==> src/uart_params.svh <==
`ifndef UART_PARAMS_SVH
`define UART_PARAMS_SVH

// Register map, three consecutive registers from the base
`define UART_BASE_ADDR  8'h00
`define UART_BAUD_OFS   0
`define UART_CTRL_OFS   1
`define UART_BUF_OFS    2

// Sample ticks per serial bit
`define UART_OVERSAMPLE 16

// Control reset value, tx_empty set
`define UART_CTRL_RESET 8'h02

`endif

==> src/uart_pkg.sv <==
package uart_pkg;

    typedef logic [7:0] uart_byte_t;    // Bus data, buffers, shifters
    typedef logic [7:0] reg_addr_t;     // Register bus address
    typedef logic [7:0] baud_div_t;     // Tick period minus one

    // Receiver FSM
    typedef enum logic [2:0] {
        RX_IDLE,
        RX_FIRST,
        RX_DATA,
        RX_STOP,
        RX_WAIT_IDLE    // Frame error, wait for line high
    } rx_state_t;

    // Transmitter FSM
    typedef enum logic [1:0] {
        TX_IDLE,
        TX_SHIFT,
        TX_STOP
    } tx_state_t;

endpackage

==> src/uart_baud_gen.sv <==
`timescale 1ns/100ps

module uart_baud_gen (
    input  logic                clk,
    input  logic                rst,
    input  uart_pkg::baud_div_t baud_div,
    output logic                sample_tick
);
    import uart_pkg::*;

    baud_div_t prescaler;

    // Count 0..baud_div, one tick per wrap
    always_ff @(posedge clk) begin
        if (rst) begin
            prescaler   <= '0;
            sample_tick <= 1'b0;
        end else begin
            if (prescaler == baud_div) begin
                prescaler   <= '0;
                sample_tick <= 1'b1;
            end else begin
                prescaler   <= prescaler + 1'b1;
                sample_tick <= 1'b0;
            end
        end
    end

endmodule

==> src/uart_periph.sv <==
`timescale 1ns/100ps

module uart_periph (
    input  logic                 clk,
    input  logic                 rst,
    input  uart_pkg::reg_addr_t  addr,
    input  uart_pkg::uart_byte_t wdata,
    input  logic                 wr_en,
    input  logic                 rd_en,
    input  logic                 rx,
    output uart_pkg::uart_byte_t rdata,
    output logic                 tx
);
    import uart_pkg::*;

    baud_div_t  baud_div;
    logic       sample_tick;
    logic       rx_valid;
    uart_byte_t rx_byte;
    logic       tx_pending;
    uart_byte_t tx_byte;
    logic       tx_taken;

    // ****************************************
    // Stages
    // ****************************************
    uart_baud_gen u_baud_gen (
        .clk         (clk),
        .rst         (rst),
        .baud_div    (baud_div),
        .sample_tick (sample_tick)
    );

    uart_rx u_rx (
        .clk         (clk),
        .rst         (rst),
        .sample_tick (sample_tick),
        .rx          (rx),
        .rx_valid    (rx_valid),
        .rx_byte     (rx_byte)
    );

    uart_tx u_tx (
        .clk         (clk),
        .rst         (rst),
        .sample_tick (sample_tick),
        .tx_pending  (tx_pending),
        .tx_byte     (tx_byte),
        .tx_taken    (tx_taken),
        .tx          (tx)
    );

    // Bus side
    uart_regs u_regs (
        .clk        (clk),
        .rst        (rst),
        .addr       (addr),
        .wdata      (wdata),
        .wr_en      (wr_en),
        .rd_en      (rd_en),
        .rx_valid   (rx_valid),
        .rx_byte    (rx_byte),
        .tx_taken   (tx_taken),
        .rdata      (rdata),
        .baud_div   (baud_div),
        .tx_pending (tx_pending),
        .tx_byte    (tx_byte)
    );

endmodule

==> src/uart_regs.sv <==
`timescale 1ns/100ps
`include "uart_params.svh"

module uart_regs (
    input  logic                 clk,
    input  logic                 rst,
    input  uart_pkg::reg_addr_t  addr,
    input  uart_pkg::uart_byte_t wdata,
    input  logic                 wr_en,
    input  logic                 rd_en,
    input  logic                 rx_valid,
    input  uart_pkg::uart_byte_t rx_byte,
    input  logic                 tx_taken,
    output uart_pkg::uart_byte_t rdata,
    output uart_pkg::baud_div_t  baud_div,
    output logic                 tx_pending,
    output uart_pkg::uart_byte_t tx_byte
);
    import uart_pkg::*;

    localparam reg_addr_t  baud_addr  = reg_addr_t'(`UART_BASE_ADDR + `UART_BAUD_OFS);
    localparam reg_addr_t  ctrl_addr  = reg_addr_t'(`UART_BASE_ADDR + `UART_CTRL_OFS);
    localparam reg_addr_t  buf_addr   = reg_addr_t'(`UART_BASE_ADDR + `UART_BUF_OFS);
    localparam uart_byte_t ctrl_reset = `UART_CTRL_RESET;

    logic       sel_baud;
    logic       sel_ctrl;
    logic       sel_buf;
    logic [5:0] ctrl_scratch;    // Bits 7..2, no function
    logic       rx_full;
    logic       tx_empty;
    uart_byte_t rx_buf;
    uart_byte_t rd_mux;

    assign sel_baud = (addr == baud_addr);
    assign sel_ctrl = (addr == ctrl_addr);
    assign sel_buf  = (addr == buf_addr);

    // ****************************************
    // Registers and status flags
    // ****************************************
    always_ff @(posedge clk) begin
        if (rst) begin
            baud_div     <= '0;
            ctrl_scratch <= ctrl_reset[7:2];
            tx_empty     <= ctrl_reset[1];
            rx_full      <= ctrl_reset[0];
            rx_buf       <= '0;
            rdata        <= '0;
        end else begin
            if (wr_en && sel_baud) baud_div <= wdata;
            if (wr_en && sel_ctrl) ctrl_scratch <= wdata[7:2];    // Flags are read only
            if (rx_valid) rx_buf <= rx_byte;

            // Buffer read clears, wins over a new frame
            if (rd_en && sel_buf) begin
                rx_full <= 1'b0;
            end else if (rx_valid) begin
                rx_full <= 1'b1;
            end

            // Buffer write wins over the take
            if (wr_en && sel_buf) begin
                tx_empty <= 1'b0;
            end else if (tx_taken) begin
                tx_empty <= 1'b1;
            end

            if (rd_en) rdata <= rd_mux;
        end
    end

    always_ff @(posedge clk) begin
        if (wr_en && sel_buf) tx_byte <= wdata;
    end

    // Read data select, unmapped reads 0
    always_comb begin
        if (sel_baud) begin
            rd_mux = baud_div;
        end else if (sel_ctrl) begin
            rd_mux = {ctrl_scratch, tx_empty, rx_full};
        end else if (sel_buf) begin
            rd_mux = rx_buf;
        end else begin
            rd_mux = '0;
        end
    end

    assign tx_pending = ~tx_empty;

endmodule

==> src/uart_rx.sv <==
`timescale 1ns/100ps
`include "uart_params.svh"

module uart_rx (
    input  logic                 clk,
    input  logic                 rst,
    input  logic                 sample_tick,
    input  logic                 rx,
    output logic                 rx_valid,
    output uart_pkg::uart_byte_t rx_byte
);
    import uart_pkg::*;

    localparam int dly_w = $clog2(`UART_OVERSAMPLE);
    localparam logic [dly_w-1:0] dly_last = dly_w'(`UART_OVERSAMPLE - 1);
    localparam logic [dly_w-1:0] dly_half = dly_w'(`UART_OVERSAMPLE / 2 - 1);

    logic             sync_0;
    logic             sync_1;
    logic             rx_clean;
    rx_state_t        state;
    logic [dly_w-1:0] delay;
    logic [2:0]       bit_cnt;
    logic             shift_en;

    // ****************************************
    // Synchronizer clocked by the sample tick
    // ****************************************
    always_ff @(posedge clk) begin
        if (rst) begin
            sync_0 <= 1'b1;
            sync_1 <= 1'b1;
        end else if (sample_tick) begin
            sync_0 <= rx;
            sync_1 <= sync_0;
        end
    end

    assign rx_clean = sync_0 & sync_1;    // High only when both flops are high

    // ****************************************
    // Receive FSM
    // ****************************************
    always_ff @(posedge clk) begin
        if (rst) begin
            state    <= RX_IDLE;
            delay    <= '0;
            bit_cnt  <= '0;
            rx_valid <= 1'b0;
        end else begin
            rx_valid <= 1'b0;
            if (sample_tick) begin
                case (state)
                    RX_IDLE: begin
                        delay <= '0;
                        if (!rx_clean) state <= RX_FIRST;    // Start bit edge
                    end
                    RX_FIRST: begin
                        // Move to the middle of the start bit
                        if (delay == dly_half) begin
                            delay <= '0;
                            state <= RX_DATA;
                        end else begin
                            delay <= delay + 1'b1;
                        end
                    end
                    RX_DATA: begin
                        if (delay == dly_last) begin
                            delay   <= '0;
                            bit_cnt <= bit_cnt + 1'b1;
                            if (bit_cnt == 3'd7) state <= RX_STOP;
                        end else begin
                            delay <= delay + 1'b1;
                        end
                    end
                    RX_STOP: begin
                        if (delay == dly_last) begin
                            delay <= '0;
                            if (rx_clean) begin
                                rx_valid <= 1'b1;
                                state    <= RX_IDLE;
                            end else begin
                                state <= RX_WAIT_IDLE;    // Bad stop bit drops the frame
                            end
                        end else begin
                            delay <= delay + 1'b1;
                        end
                    end
                    RX_WAIT_IDLE: begin
                        if (rx_clean) state <= RX_IDLE;
                    end
                    default: state <= RX_IDLE;
                endcase
            end
        end
    end

    // Data bits enter at the top so the LSB lands in bit 0
    assign shift_en = sample_tick && (state == RX_DATA) && (delay == dly_last);

    always_ff @(posedge clk) begin
        if (shift_en) rx_byte <= {rx_clean, rx_byte[7:1]};
    end

endmodule

==> src/uart_tx.sv <==
`timescale 1ns/100ps
`include "uart_params.svh"

module uart_tx (
    input  logic                 clk,
    input  logic                 rst,
    input  logic                 sample_tick,
    input  logic                 tx_pending,
    input  uart_pkg::uart_byte_t tx_byte,
    output logic                 tx_taken,
    output logic                 tx
);
    import uart_pkg::*;

    localparam int dly_w = $clog2(`UART_OVERSAMPLE);
    localparam logic [dly_w-1:0] dly_last = dly_w'(`UART_OVERSAMPLE - 1);
    // The idle tick that follows supplies the last stop tick
    localparam logic [dly_w-1:0] dly_stop = dly_w'(`UART_OVERSAMPLE - 2);

    tx_state_t        state;
    logic [dly_w-1:0] delay;
    logic [3:0]       bit_cnt;     // 0..7 data, 8 stop
    uart_byte_t       shift_reg;
    logic             bit_end;
    logic             data_bit;

    assign tx_taken = sample_tick && (state == TX_IDLE) && tx_pending;
    assign bit_end  = sample_tick && (state == TX_SHIFT) && (delay == dly_last);
    assign data_bit = bit_end && (bit_cnt != 4'd8);

    // ****************************************
    // Transmit FSM
    // ****************************************
    always_ff @(posedge clk) begin
        if (rst) begin
            state   <= TX_IDLE;
            delay   <= '0;
            bit_cnt <= '0;
            tx      <= 1'b1;
        end else if (sample_tick) begin
            case (state)
                TX_IDLE: begin
                    if (tx_pending) begin
                        tx      <= 1'b0;    // Start bit
                        delay   <= '0;
                        bit_cnt <= '0;
                        state   <= TX_SHIFT;
                    end
                end
                TX_SHIFT: begin
                    if (delay == dly_last) begin
                        delay <= '0;
                        if (bit_cnt == 4'd8) begin
                            tx    <= 1'b1;    // Stop bit
                            state <= TX_STOP;
                        end else begin
                            tx      <= shift_reg[0];
                            bit_cnt <= bit_cnt + 1'b1;
                        end
                    end else begin
                        delay <= delay + 1'b1;
                    end
                end
                TX_STOP: begin
                    if (delay == dly_stop) begin
                        delay <= '0;
                        state <= TX_IDLE;
                    end else begin
                        delay <= delay + 1'b1;
                    end
                end
                default: state <= TX_IDLE;
            endcase
        end
    end

    // Load on take, LSB first out
    always_ff @(posedge clk) begin
        if (tx_taken) begin
            shift_reg <= tx_byte;
        end else if (data_bit) begin
            shift_reg <= {1'b0, shift_reg[7:1]};
        end
    end

endmodule

==> config.mk <==
export PLATFORM = sky130hd
export DESIGN_NAME = uart_periph
export DESIGN_NICKNAME = d
export VERILOG_FILES = /design/src/uart_pkg.sv /design/src/uart_baud_gen.sv /design/src/uart_periph.sv /design/src/uart_regs.sv /design/src/uart_rx.sv /design/src/uart_tx.sv
export VERILOG_INCLUDE_DIRS = /design/src /design/src/src
export SDC_FILE = /design/constraint.sdc
export NUM_CORES = 1
export LEC_CHECK = 0
export ABC_AREA = 1
export BUFFER_PORTS_ARGS = -buffer_cell sky130_fd_sc_hd__buf_2
export CELL_PAD_IN_SITES_DETAIL_PLACEMENT = 1
export CELL_PAD_IN_SITES_GLOBAL_PLACEMENT = 1
export CORE_AREA = 3 3 108 110
export CTS_CLUSTER_SIZE = 40
export DETAILED_ROUTE_END_ITERATION = 16
export DIE_AREA = 0 0 111 113
export PLACE_DENSITY_LB_ADDON = 0.1
export SYNTH_ARGS = -nofsm -noshare
export SYNTH_HDL_FRONTEND = slang
export SYNTH_SLANG_ARGS = --single-unit
==> constraint.sdc <==
create_clock -name clk -period 2.49 [get_ports clk]
set_clock_uncertainty 0.15 [all_clocks]
set_input_delay 0.3735 -clock clk [delete_from_list [all_inputs] [get_ports clk]]
set_output_delay 0.3735 -clock clk [all_outputs]
set_load 0.05 [all_outputs]
==> results of run 1 <==
==> metrics by stage <==
| stage | std cells | utilization | setup slack [ns] |
|---|---|---|---|
| final | 681 | 0.426 | 0.559 |
| after floorplan | 501 | - | 0.426 |
| after global routing | 681 | 0.426 | 0.440 |
| after detailed placement | 665 | 0.403 | 0.536 |
| after CTS | 681 | 0.426 | 0.508 |
| after global placement | 665 | 0.403 | 0.586 |
==> path summary, 6_finish.rpt <==
path | endpoint | startpoint | slack, ns
worst max-delay path | u_tx.shift_reg[7] | u_tx.bit_cnt[0] | 0.56
worst min-delay path | u_regs.tx_byte[0] | wdata[0] | 0.07
worst max register to register | u_tx.shift_reg[7] | u_tx.bit_cnt[0] | 0.56
worst min register to register | u_rx.rx_byte[4] | u_rx.rx_byte[5] | 0.30
==> cell type report <==
type / instances / area share
Multi-Input combinational cell: 345 / 0.382
Clock inverter: 7 / 0.0269
Clock buffer: 9 / 0.0269
Timing Repair Buffer: 34 / 0.0397
Sequential cell: 89 / 0.439
Inverter: 57 / 0.0468
Tap cell: 140 / 0.0381
==> placed cells by master, fill, tap and decap left out, types with 6 or more instances in the layout <==
cell,count
edfxtp_1,24
clkbuf_8,9
buf_2,29
nand4_1,8
nand2_1,99
nor2_1,74
dfxtp_1,65
inv_2,6
inv_1,48
o21ai_0,30
a21oi_1,41
ha_1,12
nand3_1,40
==> logic make-up (layout without fill, tap and decap cells) <==
| family | count (synthesis) | after routing | synth area share |
|---|---|---|---|
| AO/OA/AOI/OAI | 81 | 81 | 0.104 |
| XOR/XNOR | 10 | 10 | 0.0216 |
| adder cells (fa/ha/maj) | 12 | 12 | 0.0371 |
| buffers and inverters | 67 | 107 | 0.0664 |
| flip-flops | 89 | 89 | 0.499 |
| AND/OR/NAND/NOR | 242 | 242 | 0.271 |
==> where the power goes <==
part,internal [mW],switching (mW)
sequential,1.52,0.0583
combinational,0.144,0.306
clock,0.678,0.566
==> metal layers <==
layer | GRT usage | vias to the layer above | part of all wire
li1 | - | 1708 | -
met1 | 0.221 | 1580 | 0.50
met2 | 0.269 | 35 | 0.46
met3 | 0.0235 | 11 | 0.021
met4 | 0.0591 | 0 | 0.014
met5 | 0 | - | 0
==> impl_results.md, run 1 <==
* Post-synth cell types at 34
* Worst VDD drop at about 0.36 mV
* Min Hold Slack at a little under 0.07 ns
* Routed via count at about 3.3k
* Total wire length at approximately 10000 µm
* Post-cts resize count at 0
* EDFF count, synth at 24
* Buf+Inv Stages, Crit Path at 3
* Crit-path max FO at 8
* Final Hold Fails at 0
* TritonCTS Buffers at 9
* Crit end category: flop
* Area leader, netlist: dfxtp_1
* CP max stage cell: dfxtp_1
* Arr. time, crit path at roughly 1.9 ns
* Num ports at 30
* Drt drc at 0
* Layout fillers at between 1k and 1.5k
* Critical path depth at 8
* TritonRoute pass-1 iters at 4
* Die W at ~110 µm
* Most frequent cell after synthesis: nand2_1
* CP startpoint kind: flop
* TNS Setup at 0 ns
* Area Overhead vs Synth at 13.6%
* Placeable Area at approximately 0.011 mm²
* Clock-pin slew on the worst setup and hold paths at ~0.1 ns
* Post-cts hold buffer count at 0
* Nets at 569
* Ys async rst share at 0
* Die area at between 0.01 and 0.015 mm²
* Starting Density at 0.375
* Routed Antenna Nets at 0
* CP required at between 2 and 2.5 ns
* Area of the multi-input gates at about 0.0018 mm²
* Synth top area cells: dfxtp_1 (32%), edfxtp_1 (18%), nand2_1 (9.2%)
* IO buf count at 29
* Setup Crit Path Kind: flop to flop
* Placed wire-length estimate at roughly 7300 µm
* Max Root-Sink Buffers at 2
* GPL Wtd Cong at 0.778
* Rel. slew slack at 0.539
* Max incr delay on CP at approximately 0.40 ns
* Number of global-route vias before repair at about 3.4k
* Post-synth top cells: nand2_1 (99), nor2_1 (74), dfxtp_1 (65), inv_1 (48), a21oi_1 (41)
* Global-route wire length before repair at approximately 17,000 µm
* Sequential share of the synthesized area at 0.499
* Min Clock Period, post-route at about 1.9 ns
* Slew @ Worst Pin at 0.691 ns
* DRT iter0 DRCs at 140
* Part of the cycle the worst path needs at 0.776
* Dpl cell area at about 0.0044 mm²
* H-tree levels at 3
* RSZ-0062 raised after global routing: no
* Hold depth at 1
* Critical-path cell list: inv_1 > ha_1 > nand2_1 > nor2_1 > inv_1 > nand2_1 > o31ai_1 > buf_4
* Post-synth top flop: dfxtp_1
* Root buf cell: clkbuf_8
* Share of layout cells above drive strength 1 at 0.140
* Setup violators final at 0
* Diodes inserted at 0
* Final Power at 3.27 mW
* Final instance area at approximately 0.0046 mm²
* Die Ht at 113 µm
* Yosys top cell area share at 0.321
* Cells after Synth at 501
* Mapped Avg Cell Area at around 8.1 µm²
* P_leak at between 1.5 and 2 nW
* Cell Rows at 38
* Synth warn at 0
* Largest net degree at the start of global routing at 28
* Clock sink count at approximately 90
* Slew Viols, Final at 0
* Area of the mapped netlist at around 0.004 mm²
* PwrDens at slightly above 700 mW/mm²
* Post-CTS setup buffers at 0
* Critical path's top delay family: flip-flops
* Remaining global-route overflow at 0
* CTS tree: built
* Post-synthesis register bit count at about 90
* Worst Reg-to-Reg Cells at 8
* GRT Util Overall at 0.164
* Hold Crit Class: input port to flop
* Clock latency on the worst-skew pair at 0.37 ns
* Via/cell ratio at approximately 5
* FMAX at slightly above 500 MHz
* Status: finished clean
* Synth Net Count at 534
* Sequential Area at a little over 0.002 mm²
* Routed wire per std cell at between 10 and 15 µm
* Max-cap violations at 0
* Initial antenna violation count at 0
Power figures use the tool's default switching activity.
==> inputs of run 2 (changes only) <==
ABC_AREA = 0   (was 1)
CORE_AREA = 3 3 106 108   (was 3 3 108 110)
DIE_AREA = 0 0 109 111   (was 0 0 111 113)
clock period = 2 ns   (was 2.49 ns; I/O delays follow)
==> run 2 against run 1 <==
Net effect: setup slack worse by 0.44 ns; combinational power shrank 65%; design area about the same; clock power shrank 3%; synthesized cell count decreased by 21%; synthesized area fell by 3.1%; register-to-register slack lost 0.44 ns; non-clock buffer count increased by 18; critical path depth is 3 lower; power is 1.4% lower; largest power group unchanged.
==> impl_results.md, run 2 <==
* Clock sink count at between 80 and 90
* Largest net degree at the start of global routing at 19
* Post-synth top flop: dfxtp_1
* Post-synth top cells: dfxtp_1 (65), nor2_1 (52), a21oi_1 (29), mux2i_1 (25), edfxtp_1 (24)
* Min Clock Period, post-route at ~1.9 ns
* Area leader, netlist: dfxtp_1
* Setup WS pre-CTS at 0.0606 ns
* Ys async rst share at 0
* Slack of the critical path at about 0.12 ns
* Commonest non-fill, non-tap cells in the layout: dfxtp_1 (65), nor2_1 (52), buf_2 (29)
* Status: finished clean
* Setup violators final at 0
* Area Overhead vs Synth at 17.2%
* Part of the cycle the worst path needs at 0.939
* Post-synthesis xor/xnor area fraction at 0.0357
* Crit-path max FO at 8
* Most frequent cell after synthesis: dfxtp_1
* Routed Antenna Nets at 0
* Die area at 0.0121 mm²
* Layout fillers at 1,157
* FF-to-FF End: u_tx.shift_reg[6]
* FF-to-FF Start: u_tx.state[0]
* FMAX at 533 MHz
* Share of layout cells above drive strength 1 at 0.171
* Arr. time, crit path at 1.84 ns
* Clock-pin slew on the worst setup and hold paths at around 0.090 ns
* Hold depth at 1
* Max Root-Sink Buffers at 2
* Root buf cell: clkbuf_8
* TritonRoute pass-1 iters at 4
* Worst Reg-to-Reg Cells at 5
* Post-synthesis register bit count at just under 90
* Synth top area cells: dfxtp_1 (33%), edfxtp_1 (18%), mux2i_1 (6.4%)
* Number of global-route vias before repair at approximately 3.0k
* IO buf count at 29
* GPL Wtd Cong at 0.733
* Diodes inserted at 0
* Placeable Area at 0.0103 mm²
* P_leak at around 1.7 nW
* Hold endpoint: u_regs.tx_byte[4]
* Die Ht at around 110 µm
* Worst VDD drop at approximately 0.31 mV
* Worst R2R Setup Slack at around 0.12 ns
* Clock latency on the worst-skew pair at ~0.36 ns
* Post-synthesis simple-gate area fraction at 0.164
* Worst hold start: wdata[4]
* Drt drc at 0
* CP startpoint kind: flop
* EDFF count, synth at 24
* Synth Net Count at 427
* Die W at roughly 110 µm
* RSZ-0062 raised after global routing: no
* Routed via count at roughly 3k
* H-tree levels at 3
* DRT iter0 DRCs at 109
* CP required at 1.96 ns
* Post-synthesis compound-gate area fraction at 0.126
* TritonCTS Buffers at 9
* Cells after Synth at around 400
* Commonest non-fill, non-tap cell in the layout: dfxtp_1
* Crit end category: flop
* Area of the mapped netlist at 0.00393 mm²
* Global-route wire length before repair at around 15,000 µm
* TNS Setup at 0 ns
* Final Hold Fails at 0
* Initial antenna violation count at 0
* PwrDens at ~700 mW/mm²
* Setup Crit Path Kind: flop to flop
* Mapped Avg Cell Area at 9.96 µm²
* Placed wire-length estimate at between 6000 and 7000 µm
* Nets at about 470
* GRT Util Overall at 0.156
* Min Hold Slack at between 0.015 and 0.02 ns
* Rel. slew slack at 0.609
* Num ports at 30
* Synth Area in Adders at 0.0383
* Via/cell ratio at 5.11
* Yosys top cell area share at 0.332
* Total wire length at between 8000 and 9000 µm
* Sequential share of the synthesized area at 0.515
* Cell Rows at 37
* Hold Crit Class: input port to flop
* Post-synthesis mux area share at 0.0838
* CTS tree: built
* Synth warn at 0
* Slew Viols, Final at 0
* Largest family of logic cells by synthesized area: simple AND/OR/NAND/NOR gates
* Max-cap violations at 0
* Post-synth cell types at 52
* Starting Density at 0.380
* Remaining global-route overflow at 0
* Routed wire per std cell at about 15 µm
* Slew @ Worst Pin at approximately 0.58 ns
run 2: cell count changes in the layout (fill, tap and decap cells not counted), sizes merged, moves of 10 or more:
cell | before | now
buf | 34 | 44
nor2 | 82 | 52
nand3 | 44 | 13
mux2i | 0 | 25
inv | 57 | 21
a21oi | 43 | 30
nand2 | 102 | 19
run 2: timing repair:
item                                    4_1_cts  5_1_grt
hold buffers                                  5        3
endpoints found under the setup margin        0       19
gates resized for setup                       0        6
setup buffers                                 0        0
hold endpoints to repair                      5        3
run 2: per-layer routing:
layer / wire [µm] / global-route usage / part of all wire / up-vias
li1: - / - / - / 1477
met1: 4310 / 0.208 / 0.48 / 1446
met2: 4290 / 0.251 / 0.48 / 32
met4: 140 / 0.0480 / 0.016 / 0
met3: 222 / 0.0320 / 0.025 / 12
met5: 0 / 0 / 0 / -
run 2: logic make-up after synthesis:
family,Yosys count
XOR/XNOR,16
adder cells (fa/ha/maj),12
buffers and inverters,38
AND/OR/NAND/NOR,127
flip-flops,89
AO/OA/AOI/OAI,80
multiplexers,32
run 2: layout make-up:
class | instances | area (µm²) | area share
Timing Repair Buffer | 52 | 363 | 0.0789
Clock buffer | 13 | 170 | 0.0370
Clock inverter | 3 | 23.8 | 0.00517
Multi-Input combinational cell | 267 | 1770 | 0.385
Tap cell | 136 | 170 | 0.0370
Sequential cell | 89 | 2020 | 0.439
Inverter | 21 | 78.8 | 0.0171
run 2: power breakdown:
group | switching [mW] | total, mW | internal (mW)
Clock | 0.636 | 1.20 | 0.565
Combinational | 0.0936 | 0.159 | 0.0649
Sequential | 0.0153 | 1.87 | 1.85
Total | 0.745 | 3.23 | 2.48
run 2: through the flow:
step                      instances   util  total power [mW]  instance area (µm²)
after floorplan                 394      -              1.99                 3930
after global placement          557  0.418              2.05                 4310
after detailed placement        557  0.418              2.06                 4310
after CTS                       578  0.441              3.27                 4550
after global routing            581  0.446              3.38                 4600
final                           581  0.446              3.23                 4600
run 2: worst max-delay path by stage:
| stage | startpoint | to | slack, ns |
|---|---|---|---|
| final | u_tx.state[0] | u_tx.shift_reg[6] | 0.12 |
| after CTS | u_tx.delay[0] | u_tx.tx | 0.04 |
| after detailed placement | u_tx.delay[0] | u_tx.tx | 0.06 |
| after global routing | u_tx.state[0] | u_tx.shift_reg[1] | 0.05 |
| after global placement | u_tx.state[0] | u_tx.shift_reg[3] | 0.10 |
| after floorplan | u_tx.state[0] | u_tx.delay[2] | 0.18 |
run 2: critical path, stage by stage, from the launching register on:
cell     delay [ns]
dfxtp_1        0.32
inv_1          0.10
ha_2           0.26
and3b_1        0.26
buf_4          0.19
mux2_2         0.34
